==> src/logic/rv_pkg.sv <==
package rv_pkg;

    ////////////////////////////////////////
    // widths and counts
    ////////////////////////////////////////
    localparam int xlen       = 32;    // data and address width
    localparam int reg_addr_w = 5;     // register index width
    localparam int num_regs   = 32;    // x0..x31
    localparam int pc_step    = 4;     // one word per instruction

    // funct7 patterns for r-type and shift-immediate
    localparam logic [6:0] f7_base = 7'b0000000;
    localparam logic [6:0] f7_alt  = 7'b0100000;    // sub / sra / srai

    // funct3 codes the decoder needs to single out
    localparam logic [2:0] f3_add = 3'b000;    // add / sub / addi
    localparam logic [2:0] f3_sll = 3'b001;
    localparam logic [2:0] f3_sr  = 3'b101;    // srl / sra and immediate forms

    typedef logic [xlen-1:0]       xlen_t;
    typedef logic [reg_addr_w-1:0] reg_idx_t;

    ////////////////////////////////////////
    // encodings
    ////////////////////////////////////////
    // only the major opcodes this core executes
    typedef enum logic [6:0] {
        op_reg   = 7'b0110011,    // r-type alu
        op_imm   = 7'b0010011,    // i-type alu
        op_lui   = 7'b0110111,
        op_auipc = 7'b0010111
    } opcode_e;

    typedef enum logic [3:0] {
        alu_and    = 4'b0000,
        alu_or     = 4'b0001,
        alu_add    = 4'b0010,
        alu_sll    = 4'b0011,
        alu_slt    = 4'b0100,
        alu_sltu   = 4'b0101,
        alu_sub    = 4'b0110,
        alu_xor    = 4'b0111,
        alu_srl    = 4'b1000,
        alu_sra    = 4'b1010,
        alu_pass_b = 4'b1111     // lui, result is operand b
    } alu_op_e;

    ////////////////////////////////////////
    // stage payloads
    ////////////////////////////////////////
    // decode to execute
    typedef struct packed {
        logic     valid;       // instruction writes rd
        reg_idx_t rd;
        reg_idx_t rs1;
        reg_idx_t rs2;
        alu_op_e  alu_op;
        logic     src1_pc;     // operand a is the pc
        logic     src2_imm;    // operand b is the immediate
        xlen_t    rs1_data;
        xlen_t    rs2_data;
        xlen_t    imm;         // already sign extended
        xlen_t    pc;
    } id_ex_t;

    // register write / retired result
    typedef struct packed {
        logic     en;
        reg_idx_t rd;
        xlen_t    data;
    } wb_t;

endpackage

==> src/logic/alu.sv <==
`timescale 1ns/1ns

module alu import rv_pkg::*; (
    input  alu_op_e op,
    input  xlen_t   a,
    input  xlen_t   b,
    output xlen_t   result
);

    logic [4:0] shamt;    // shifts use the low five bits of b

    assign shamt = b[4:0];

    always_comb begin
        case (op)
            alu_add: begin
                result = a + b;
            end
            alu_sub: begin
                result = a - b;
            end
            alu_and: begin
                result = a & b;
            end
            alu_or: begin
                result = a | b;
            end
            alu_xor: begin
                result = a ^ b;
            end
            alu_sll: begin
                result = a << shamt;
            end
            alu_srl: begin
                result = a >> shamt;    // zero fill
            end
            alu_sra: begin
                result = xlen_t'($signed(a) >>> shamt);    // sign fill
            end
            alu_slt: begin
                result = {31'b0, $signed(a) < $signed(b)};
            end
            alu_sltu: begin
                result = {31'b0, a < b};
            end
            alu_pass_b: begin
                result = b;    // lui
            end
            default: begin
                result = '0;
            end
        endcase
    end

endmodule

==> src/logic/fetch_decode.sv <==
`timescale 1ns/1ns

module fetch_decode import rv_pkg::*; (
    input  logic     clk,
    input  logic     rst,
    input  xlen_t    prg_data,    // word at pc, same cycle
    input  xlen_t    rs1_data,    // register file read data
    input  xlen_t    rs2_data,
    output xlen_t    pc,
    output reg_idx_t rs1,         // register file read addresses
    output reg_idx_t rs2,
    output id_ex_t   id_ex        // decode/execute register
);

    xlen_t      inst;       // fetch/decode register
    xlen_t      inst_pc;    // pc that fetched inst
    logic [6:0] opcode;
    logic [2:0] funct3;
    logic [6:0] funct7;
    reg_idx_t   rd;
    xlen_t      imm_i;
    xlen_t      imm_u;
    logic       legal;      // opcode and funct fields recognized
    id_ex_t     id_ex_d;

    // funct3 to alu operation, alt picks sub / sra
    function automatic alu_op_e f3_to_op(input logic [2:0] f3, input logic alt);
        alu_op_e op;
        case (f3)
            3'b000:  op = alt ? alu_sub : alu_add;
            3'b001:  op = alu_sll;
            3'b010:  op = alu_slt;
            3'b011:  op = alu_sltu;
            3'b100:  op = alu_xor;
            3'b101:  op = alt ? alu_sra : alu_srl;
            3'b110:  op = alu_or;
            default: op = alu_and;
        endcase
        return op;
    endfunction

    ////////////////////////////////////////
    // fetch
    ////////////////////////////////////////
    always_ff @(posedge clk or negedge rst) begin
        if (!rst) begin
            pc      <= '0;
            inst    <= '0;    // all-zero word decodes as a bubble
            inst_pc <= '0;
        end else begin
            pc      <= pc + xlen_t'(pc_step);    // no stalls, no redirects
            inst    <= prg_data;
            inst_pc <= pc;
        end
    end

    ////////////////////////////////////////
    // decode
    ////////////////////////////////////////
    assign opcode = inst[6:0];
    assign rd     = inst[11:7];
    assign funct3 = inst[14:12];
    assign funct7 = inst[31:25];
    assign rs1    = inst[19:15];
    assign rs2    = inst[24:20];

    assign imm_i = {{20{inst[31]}}, inst[31:20]};    // sign extended 12 bits
    assign imm_u = {inst[31:12], 12'b0};

    always_comb begin
        legal            = 1'b0;
        id_ex_d          = '0;
        id_ex_d.rd       = rd;
        id_ex_d.rs1      = rs1;
        id_ex_d.rs2      = rs2;
        id_ex_d.rs1_data = rs1_data;
        id_ex_d.rs2_data = rs2_data;
        id_ex_d.pc       = inst_pc;

        case (opcode)
            op_reg: begin
                id_ex_d.alu_op = f3_to_op(funct3, funct7[5]);
                // alt funct7 only exists for sub and sra
                legal = (funct7 == f7_base) ||
                        (funct7 == f7_alt && (funct3 == f3_add || funct3 == f3_sr));
            end
            op_imm: begin
                id_ex_d.src2_imm = 1'b1;
                id_ex_d.imm      = imm_i;
                // bit 30 is immediate data except for srai
                id_ex_d.alu_op = f3_to_op(funct3, (funct3 == f3_sr) && funct7[5]);
                case (funct3)
                    f3_sll:  legal = (funct7 == f7_base);
                    f3_sr:   legal = (funct7 == f7_base) || (funct7 == f7_alt);
                    default: legal = 1'b1;
                endcase
            end
            op_lui: begin
                id_ex_d.src2_imm = 1'b1;
                id_ex_d.imm      = imm_u;
                id_ex_d.alu_op   = alu_pass_b;
                legal            = 1'b1;
            end
            op_auipc: begin
                id_ex_d.src1_pc  = 1'b1;    // pc + upper immediate
                id_ex_d.src2_imm = 1'b1;
                id_ex_d.imm      = imm_u;
                id_ex_d.alu_op   = alu_add;
                legal            = 1'b1;
            end
            default: legal = 1'b0;    // bubble or unsupported opcode
        endcase

        id_ex_d.valid = legal && (rd != '0);    // x0 writes are dropped here
    end

    // decode/execute register
    always_ff @(posedge clk or negedge rst) begin
        if (!rst) begin
            id_ex <= '0;
        end else begin
            id_ex <= id_ex_d;
        end
    end

endmodule

==> src/logic/reg_file.sv <==
`timescale 1ns/1ns

module reg_file import rv_pkg::*; (
    input  logic     clk,
    input  logic     rst,
    input  reg_idx_t rs1,
    input  reg_idx_t rs2,
    input  wb_t      wb,          // write port from writeback stage
    output xlen_t    rs1_data,
    output xlen_t    rs2_data
);

    xlen_t regs [num_regs];

    // x0 reads zero, a same-cycle write is passed through
    function automatic xlen_t read_port(input reg_idx_t idx, input wb_t wr, input xlen_t stored);
        if (idx == '0) return '0;
        if (wr.en && wr.rd == idx) return wr.data;
        return stored;
    endfunction

    always_ff @(posedge clk or negedge rst) begin
        if (!rst) begin
            for (int i = 0; i < num_regs; i++) begin
                regs[i] <= '0;
            end
        end else if (wb.en) begin
            regs[wb.rd] <= wb.data;    // en is never set for x0
        end
    end

    assign rs1_data = read_port(rs1, wb, regs[rs1]);
    assign rs2_data = read_port(rs2, wb, regs[rs2]);

endmodule

==> src/logic/execute.sv <==
`timescale 1ns/1ns

module execute import rv_pkg::*; (
    input  logic   clk,
    input  logic   rst,
    input  id_ex_t id_ex,    // from decode/execute register
    output wb_t    wb        // writeback stage, also the register write port
);

    wb_t   mem_q;       // execute/memory register
    wb_t   wb_q;        // memory/writeback register
    xlen_t src1_val;    // rs1 after forwarding
    xlen_t src2_val;    // rs2 after forwarding
    xlen_t op_a;
    xlen_t op_b;
    xlen_t alu_res;

    // newest producer wins, then the value read in decode
    function automatic xlen_t fwd(input reg_idx_t src, input xlen_t reg_val,
                                  input wb_t mem_s, input wb_t wb_s);
        if (mem_s.en && mem_s.rd == src) return mem_s.data;
        if (wb_s.en && wb_s.rd == src) return wb_s.data;
        return reg_val;
    endfunction

    ////////////////////////////////////////
    // operands
    ////////////////////////////////////////
    // en is already low for x0, so x0 never matches
    assign src1_val = fwd(id_ex.rs1, id_ex.rs1_data, mem_q, wb_q);
    assign src2_val = fwd(id_ex.rs2, id_ex.rs2_data, mem_q, wb_q);

    assign op_a = id_ex.src1_pc  ? id_ex.pc  : src1_val;    // auipc
    assign op_b = id_ex.src2_imm ? id_ex.imm : src2_val;

    alu u_alu (
        .op     (id_ex.alu_op),
        .a      (op_a),
        .b      (op_b),
        .result (alu_res)
    );

    ////////////////////////////////////////
    // memory and writeback stages
    ////////////////////////////////////////
    // memory stage has no data access, only holds the result
    always_ff @(posedge clk or negedge rst) begin
        if (!rst) begin
            mem_q <= '0;
            wb_q  <= '0;
        end else begin
            mem_q.en   <= id_ex.valid;
            mem_q.rd   <= id_ex.rd;
            mem_q.data <= alu_res;
            wb_q       <= mem_q;
        end
    end

    assign wb = wb_q;    // register file writes this at the next edge

endmodule

==> src/logic/core_top.sv <==
`timescale 1ns/1ns

module core_top import rv_pkg::*; (
    input  logic  clk,
    input  logic  rst,
    input  xlen_t prg_data,    // instruction at pc, combinational
    output xlen_t pc,
    output wb_t   wb           // retired result, one per cycle
);

    reg_idx_t rs1;
    reg_idx_t rs2;
    xlen_t    rs1_data;
    xlen_t    rs2_data;
    id_ex_t   id_ex;

    ////////////////////////////////////////
    // fetch and decode
    ////////////////////////////////////////
    fetch_decode u_fetch_decode (
        .clk      (clk),
        .rst      (rst),
        .prg_data (prg_data),
        .rs1_data (rs1_data),
        .rs2_data (rs2_data),
        .pc       (pc),
        .rs1      (rs1),
        .rs2      (rs2),
        .id_ex    (id_ex)
    );

    // read in decode, written from writeback
    reg_file u_reg_file (
        .clk      (clk),
        .rst      (rst),
        .rs1      (rs1),
        .rs2      (rs2),
        .wb       (wb),
        .rs1_data (rs1_data),
        .rs2_data (rs2_data)
    );

    ////////////////////////////////////////
    // execute, memory, writeback
    ////////////////////////////////////////
    execute u_execute (
        .clk   (clk),
        .rst   (rst),
        .id_ex (id_ex),
        .wb    (wb)
    );

endmodule

==> config.mk <==
export PLATFORM = sky130hd
export DESIGN_NAME = core_top
export DESIGN_NICKNAME = d
export VERILOG_FILES = /design/src/logic/rv_pkg.sv /design/src/logic/alu.sv /design/src/logic/fetch_decode.sv /design/src/logic/reg_file.sv /design/src/logic/execute.sv /design/src/logic/core_top.sv
export SDC_FILE = /design/constraint.sdc
export NUM_CORES = 2
export LEC_CHECK = 0
export ABC_AREA = 1
export ABC_CLOCK_PERIOD_IN_PS = 7000
export BUFFER_PORTS_ARGS = -buffer_cell sky130_fd_sc_hd__buf_2
export CAP_MARGIN = 20
export CELL_PAD_IN_SITES_DETAIL_PLACEMENT = 1
export CELL_PAD_IN_SITES_GLOBAL_PLACEMENT = 1
export CORE_MARGIN = 2
export CORE_UTILIZATION = 50
export DETAILED_ROUTE_END_ITERATION = 10
export HOLD_SLACK_MARGIN = 0.05
export PLACE_DENSITY = 0.86
export SKIP_CTS_REPAIR_TIMING = 1
export SLEW_MARGIN = 20
export SYNTH_ARGS = -nofsm -noshare
export SYNTH_HDL_FRONTEND = slang
export SYNTH_HIERARCHICAL = 1
export SYNTH_SLANG_ARGS = --single-unit
==> constraint.sdc <==
create_clock -name clk -period 7 [get_ports clk]
set_input_delay 0.35 -clock clk [delete_from_list [all_inputs] [get_ports clk]]
set_output_delay 0.35 -clock clk [all_outputs]
set_load 0.01 [all_outputs]
**After elaboration in Yosys (flattened, before gate mapping)**

Cells that the tools add are included.

- Flip-flop bits (word level): 1346
- Input port bits: 34
- Output and inout port bits: 70
- Word-level logic and storage cells: 170

- Add/subtract/negate cells: 3
- $lt $le $gt $ge: 6
- Equality and inequality tests: 27
- Shift operators: 3
- Muxes and demuxes: 52
- Bitwise logic cells: 6
- Reductions and logical operators: 21

Operators with widths:

| cell | count |
|---|---|
| 1024-bit bitwise mux | 1 |
| 32-bit two-way mux | 23 |
| 32-bit case mux with 11 select lines | 1 |
| 32-bit binary-select mux with 5-bit select | 2 |
| 32-bit demux with 5-bit select | 1 |
| 32-bit < comparator | 2 |
| 32-bit case mux with 2 select lines | 1 |
| 4-bit case mux with 7 select lines | 2 |
| 32-bit by 3-bit adder with 32-bit output (second input constant) | 1 |
| 32-bit adder | 1 |
| 32-bit bitwise AND | 1 |
| 32-bit OR | 1 |
| 32-bit by 5-bit left shift with 32-bit output | 1 |
| 32-bit by 5-bit right shift with 32-bit output | 1 |
| 32-bit by 5-bit >>> shifter with 32-bit output | 1 |
| 32-bit subtractor | 1 |
| 32-bit bitwise XOR | 1 |
| 5-bit == test | 6 |
| 7-bit by 6-bit == test with 1-bit output (second input constant) | 3 |
| 6-bit >= comparator (second input constant) | 3 |
| 5-bit NOT with 6-bit output | 3 |
| 4-bit by 3-bit == test with 1-bit output (second input constant) | 4 |
| 4-bit case mux with 4 select lines | 1 |
| 7-bit by 5-bit == test with 1-bit output (second input constant) | 2 |
| other kinds (21) | 54 |

**Logic depth before layout (Yosys ltp)**

- Word-level depth: 9
- Mapped depth: 27
- Mapped depth without buffers: 25

**Modules after synthesis**

The synthesis kept the hierarchy.

By module, submodules not included:

| module | times used | cells an instance | area each (µm²) | seq. area each (µm²) |
|---|---|---|---|---|
| reg_file | 1 | 8917 | 59692.2 | 25624.6 |
| alu | 1 | 2206 | 10403.7 | 0.0 |
| fetch_decode | 1 | 513 | 7452.1 | 6005.8 |
| execute | 1 | 738 | 4734.5 | 1901.8 |

**Worst setup path before layout**

Ideal clock, no wire load.

- Kind: register to register
- From: register u_execute.wb_q, in the netlist u_execute/wb[36]
- To: register u_execute/mem_q[0] in the netlist's numbering
- Library setup time: 119 ps
- Arrival time: 3267 ps
- Required time: 6881 ps
- Setup slack: 3615 ps
- Stages on the path, launching flop included: 27
- Buffers on the path: 3
- Period minus slack after synthesis: 3385 ps
- Path through: dfrtp_1 inv_1 nand2_1 nand2_1 nor2_1 nand3_4 buf_6 nand2_1 nand3_1 nand2_1 nand2_1 buf_2 inv_2 clkbuf_1 ha_1 nor2_1 nand2_1 nand3_1 nand2_1 nand2_1 nand2_1 nand2_1 nand2_1 nand2_1 nor2_1 nor2_1 nand2_1

- Word-level cells in the longest chain between the ends: 9
- Elaborated cells on any way between the ends: 27
- Those cells by class: add/sub (2); order compare (2); eq/ne (2); shift (3); mux (13); bitwise (3); reduce/logical (2)

Ends and longest elaborated chain:

| element | RTL line | source |
|---|---|---|
| from (decl) | execute.sv:11 | `wb_t wb_q;` |
| from (signal assigned) | execute.sv:55 | `wb_q <= mem_q;` |
| 5-bit == test (*) | execute.sv:22 | `if (wb_s.en && wb_s.rd == src) return wb_s.data;` |
| 1-bit logical AND (*) | execute.sv:22 |  |
| 1-bit two-way mux (2 in a row) | execute.sv:22 |  |
| 32-bit two-way mux (*) | execute.sv:23 | `return reg_val;` |
| 32-bit two-way mux (*) | execute.sv:22 |  |
| 32-bit two-way mux (*) | execute.sv:34 | `assign op_b = id_ex.src2_imm ? id_ex.imm : src2_val;` |
| named net u_execute.op_b[3] | execute.sv:15 | `xlen_t op_b;` |
| 32-bit < comparator, or another cell as far along | alu.sv:44 | `result = {31'b0, a < b};` |
| 32-bit case mux with 11 select lines (*) | alu.sv:15 | `case (op)` |
| named net u_execute.alu_res[0] | execute.sv:16 | `xlen_t alu_res;` |
| to (decl) | execute.sv:10 | `wb_t mem_q;` |

Mark *: on every way through the listed nets, which the timed path passes. The rest lies on a longest branch. The select of a mux whose other input is x is not followed.
A chain may end at the register's enable or synchronous reset.

**Worst setup path in the final report**

- From: register u_execute.wb_q, in the netlist u_execute/wb[34]
- To: register u_execute/mem_q[17] in the netlist's numbering

- Word-level cells in the longest chain between the ends: 9
- Elaborated cells on any way between the ends: 25
- Those cells by class: add/sub (2); eq/ne (2); shift (3); mux (13); bitwise (3); reduce/logical (2)

Ends and longest elaborated chain:

| element | RTL line | source |
|---|---|---|
| 5-bit == test (*) | execute.sv:22 |  |
| 1-bit logical AND (*) | execute.sv:22 |  |
| 1-bit two-way mux (2 in a row) | execute.sv:22 |  |
| 32-bit two-way mux (*) | execute.sv:23 |  |
| 32-bit two-way mux (*) | execute.sv:22 |  |
| 32-bit two-way mux (*) | execute.sv:33 | `assign op_a = id_ex.src1_pc ? id_ex.pc : src1_val;` |
| named net u_execute.op_a[12] | execute.sv:14 | `xlen_t op_a;` |
| 32-bit subtractor, or another cell as far along | alu.sv:20 | `result = a - b;` |
| 32-bit case mux with 11 select lines (*) | alu.sv:15 |  |
| named net u_execute.alu_res[17] | execute.sv:16 |  |

Marks and branches as above.

==> implementation parameters <==
Parameter                              Value

Outcome
  Result of the run ... finished, final reports clean

Clock network
  Buffer levels on the longest clock path ... 3
  Clock sink count ... 1340
  TritonCTS buffer count ... 154
  Worst-skew pair later-pin latency ... 830 ps
  Buffer cell driving the clock tree root ... clkbuf_16
  Htree depth ... 4
  Clock tree from TritonCTS ... built
  Clock slew at the register clock pins of the worst setup and hold paths ... 60 ps

Logic synthesis
  Synthesis Warnings ... 6
  Post-synth top flop ... dfrtp_1
  Post-synthesis async set-or-reset flop share ... 100.0%
  Cell type contributing the most total cell area after synthesis ... dfrtp_1
  Post-synthesis area per instance ... 6.650 µm²
  Post-Syn Area ... 0.08228 mm²
  Synthesized instance count ... 12.37k
  Number of enable-type register cells in the synthesized netlist ... 0
  Flop and latch count out of synthesis ... 1340
  Post-synth cell types ... 45
  Share of Yosys cell area claimed by the top area cell type ... 40.75%
  Top cells by area in the synthesized netlist ... dfrtp_1, nand2_1, nand3_1
  Fraction of the yosys area taken by sequential cells ... 40.75%

GRT
  Vias in the first global route ... 93.31k
  First-pass GRT wire length ... 593.9 mm
  Largest net degree at the start of global routing ... 177
  Gr ovfl total ... 0
  Global Route Usage Sum ... 46.86%
  Initial antenna violation count ... 22

Pwr
  Pwr Density ... 234.2 mW/mm²
  Leak pwr ... 44.87 nW
  Worst VDD drop ... 0.0002763 V

STA
  Hold Slack ... 86.36 ps
  Number of hold-slack violations in the final timing report ... 0
  Sum of negative setup slack ... 0 ps
  Pins Over Slew Limit ... 0
  Portion of the clock cycle consumed by the worst path in the final layout ... 74.28%
  Slew of the pin with the lowest slew margin ... 1268 ps
  Worst clock skew ... 42.52 ps
  Post-layout minimum cycle time ... 5200 ps
  Setup violation total in the final timing report ... 0
  Worst slew margin relative to its limit ... 15.50%
  F_max ... 0.1923 GHz
  Setup repair after global routing missed its margin ... no

Routing
  Via count normalized by instance count ... 6.396
  Post-DR wirelength/cell ... 28.27 µm
  Number of DRC markers after the initial detailed-route iteration ... 11.31k
  Number of remaining DRC errors ... 0
  Drt first pass iters ... 6
  Vias ... 91.18k
  Antenna-violating nets left ... 0
  Total routed wirelength ... 403.1 mm

Die
  Total I/O pin count ... 104
  Placeable core area ... 0.1631 mm²
  Die Span X ... 409.7 µm
  Initial standard-cell utilization of the core ... 50.44%
  Area enclosed by the die boundary ... 0.1678 mm²
  Placement row count ... 148
  Die Span Y ... 409.7 µm

Worst setup path
  CP Class ... register to register
  Maximum fanout count along the critical path ... 17
  Required time worst endpoint ... 7690 ps
  Startpoint type of the worst setup path ... register
  Worst path arrival time ... 5890 ps
  Setup crit end kind ... register

Layout
  Final-stage net count ... 12.09k
  Fraction of final layout cells with drive strength greater than 1 ... 5.616%
  Area added between synthesis and finish ... 8.447%
  Final-layout fill cell count ... 21.56k

Placed design
  Number of buffers inserted by port buffering ... 101
  HPWL Detailed ... 246.8 mm
  Global placement routability congestion ... 1.055

Run
  Number of violations of the max-capacitance limit ... 0

Hold path
  Path type of the worst min-delay path ... input pin to asynchronous set/reset pin
final timing paths:
check / cells past startpoint / start / to / slack [ps]
setup / recovery: 21 / u_execute/wb[34] / u_execute/mem_q[17] / 1800
hold / removal: 2 / rst / u_reg_file/regs[973] / 90
setup reg to reg: 21 / u_execute/wb[34] / u_execute/mem_q[17] / 1800
hold reg to reg: 0 / u_fetch_decode/inst_pc[12] / u_fetch_decode/id_ex[12] / 320
max in group asynchronous: 3 / rst / u_fetch_decode/inst[24] / 5050
min in group clk: 2 / prg_data[11] / u_fetch_decode/inst[11] / 160
registers in the layout, summed over array words and instances (netlist names):
register,cells
u_reg_file/regs,1024
u_fetch_decode/id_ex,148
u_execute/mem_q,38
u_execute/wb,38
u_fetch_decode/inst,32
u_fetch_decode/inst_pc,30
u_fetch_decode/pc,30
cell usage after synthesis (3+ instances only):
library cell  instances
nand2_1            4182
nand3_1            2022
dfrtp_1            1340
inv_1              1316
o21ai_0            1151
nor2_1              618
clkbuf_1            590
o211ai_1            201
a21oi_1             176
buf_2               159
ha_1                 99
o21ai_1              86
buf_1                74
o22ai_1              46
or2_2                40
nor3_1               32
buf_4                31
inv_2                29
nand4_1              29
nor2_2               18
xor2_1               17
nand2_2              16
buf_6                14
and2_1               12
nor2_4               11
nor3_2                9
xnor2_1               9
nor4_1                8
o21bai_1              7
o21ai_2               5
nand3_4               4
clkinv_1              3
where the power goes:
group          total, mW  leakage (nW)  switching (mW)  internal [mW]
logic               4.24          24.0            3.25          0.995
registers           8.23          18.3           0.301           7.93
clock network       8.43          2.53            3.56           4.88
critical path, stage by stage (launching register included):
cell and delay (ps):
dfrtp_1 620, inv_1 140, nand2_1 110, nand2_1 50
nor2_1 130, nand3_2 500, buf_4 390, nand2_1 80
nand3_1 60, nand2_1 90, nand2_1 290, inv_1 140
ha_1 370, nand2_1 180, nor2_1 180, inv_1 120
nor3_1 870, nand4_1 360, nand3_1 160, nand2_1 60
nand3_1 80, nand3_1 80
cells by family (layout without fill, tap and decap cells):
kind of cell	after synthesis	count (layout)	share of synthesized area, %
fa+ha+maj	101	101	1.554
simple gates	7012	7012	35.84
flops	1340	1340	40.75
xor+xnor	26	26	0.2768
compound gates	1677	1677	10.95
buf+inv	2217	1913	10.63
other cells	1	12	0.004557
cells in the final DEF, fill, tap and decap left out, drive strengths merged, types with 2 or more instances in the layout:
| cell type | count |
|---|---|
| diode | 8 |
| fa | 2 |
| bufinv | 8 |
| xnor2 | 9 |
| nand4 | 29 |
| nand3 | 2028 |
| a22o | 2 |
| buf | 255 |
| o221ai | 2 |
| conb | 4 |
| o22ai | 46 |
| inv | 1354 |
| clkbuf | 240 |
| xor2 | 17 |
| a21oi | 176 |
| clkinv | 20 |
| clkinvlp | 3 |
| o21ai | 1242 |
| nor4 | 9 |
| o211ai | 201 |
| dfrtp | 1340 |
| nor2 | 648 |
| ha | 99 |
| and2 | 12 |
| o21bai | 7 |
| nor3 | 43 |
| nand2 | 4200 |
| dlygate4sd3 | 33 |
| nand3b | 2 |
| or2 | 40 |
area by class of cell:
| cell class | count | area [µm²] | area share [%] |
|---|---|---|---|
| clock buffer | 240 | 4654 | 5.216 |
| clock inverter | 36 | 526.8 | 0.5903 |
| inverter | 1349 | 5104 | 5.719 |
| timing repair buffer | 288 | 2347 | 2.630 |
| tap | 2175 | 2721 | 3.050 |
| antenna | 8 | 20.02 | 0.02243 |
| sequential | 1340 | 33570 | 37.62 |
| multi-input combinational | 8820 | 40290 | 45.15 |
per-layer routing:
metal / track usage [%] / part of all wire [%] / wire length (µm)
met5: 0 / 0.056 / 226
met4: 33.33 / 8.3 / 33500
met3: 10.54 / 10 / 40880
met2: 71.62 / 44 / 176200
met1: 58.65 / 38 / 152300
through the flow:
| step | setup WS (ps) | total power [mW] | utilization [%] | instance area (µm²) | cells |
|---|---|---|---|---|---|
| 2_1_floorplan | 3615 | 10.63 | - | 82290 | 12377 |
| 3_3_place_gp | 2000 | 12.28 | 51.27 | 83640 | 13936 |
| 3_5_place_dp | 1944 | 12.37 | 51.27 | 83650 | 13937 |
| 4_1_cts | 1912 | 20.73 | 54.45 | 88830 | 14213 |
| 5_1_grt | 1585 | 21.50 | 54.69 | 89220 | 14249 |
| 6_report | 1800 | 20.90 | 54.70 | 89230 | 14256 |
(Power assumes the default switching activity.)
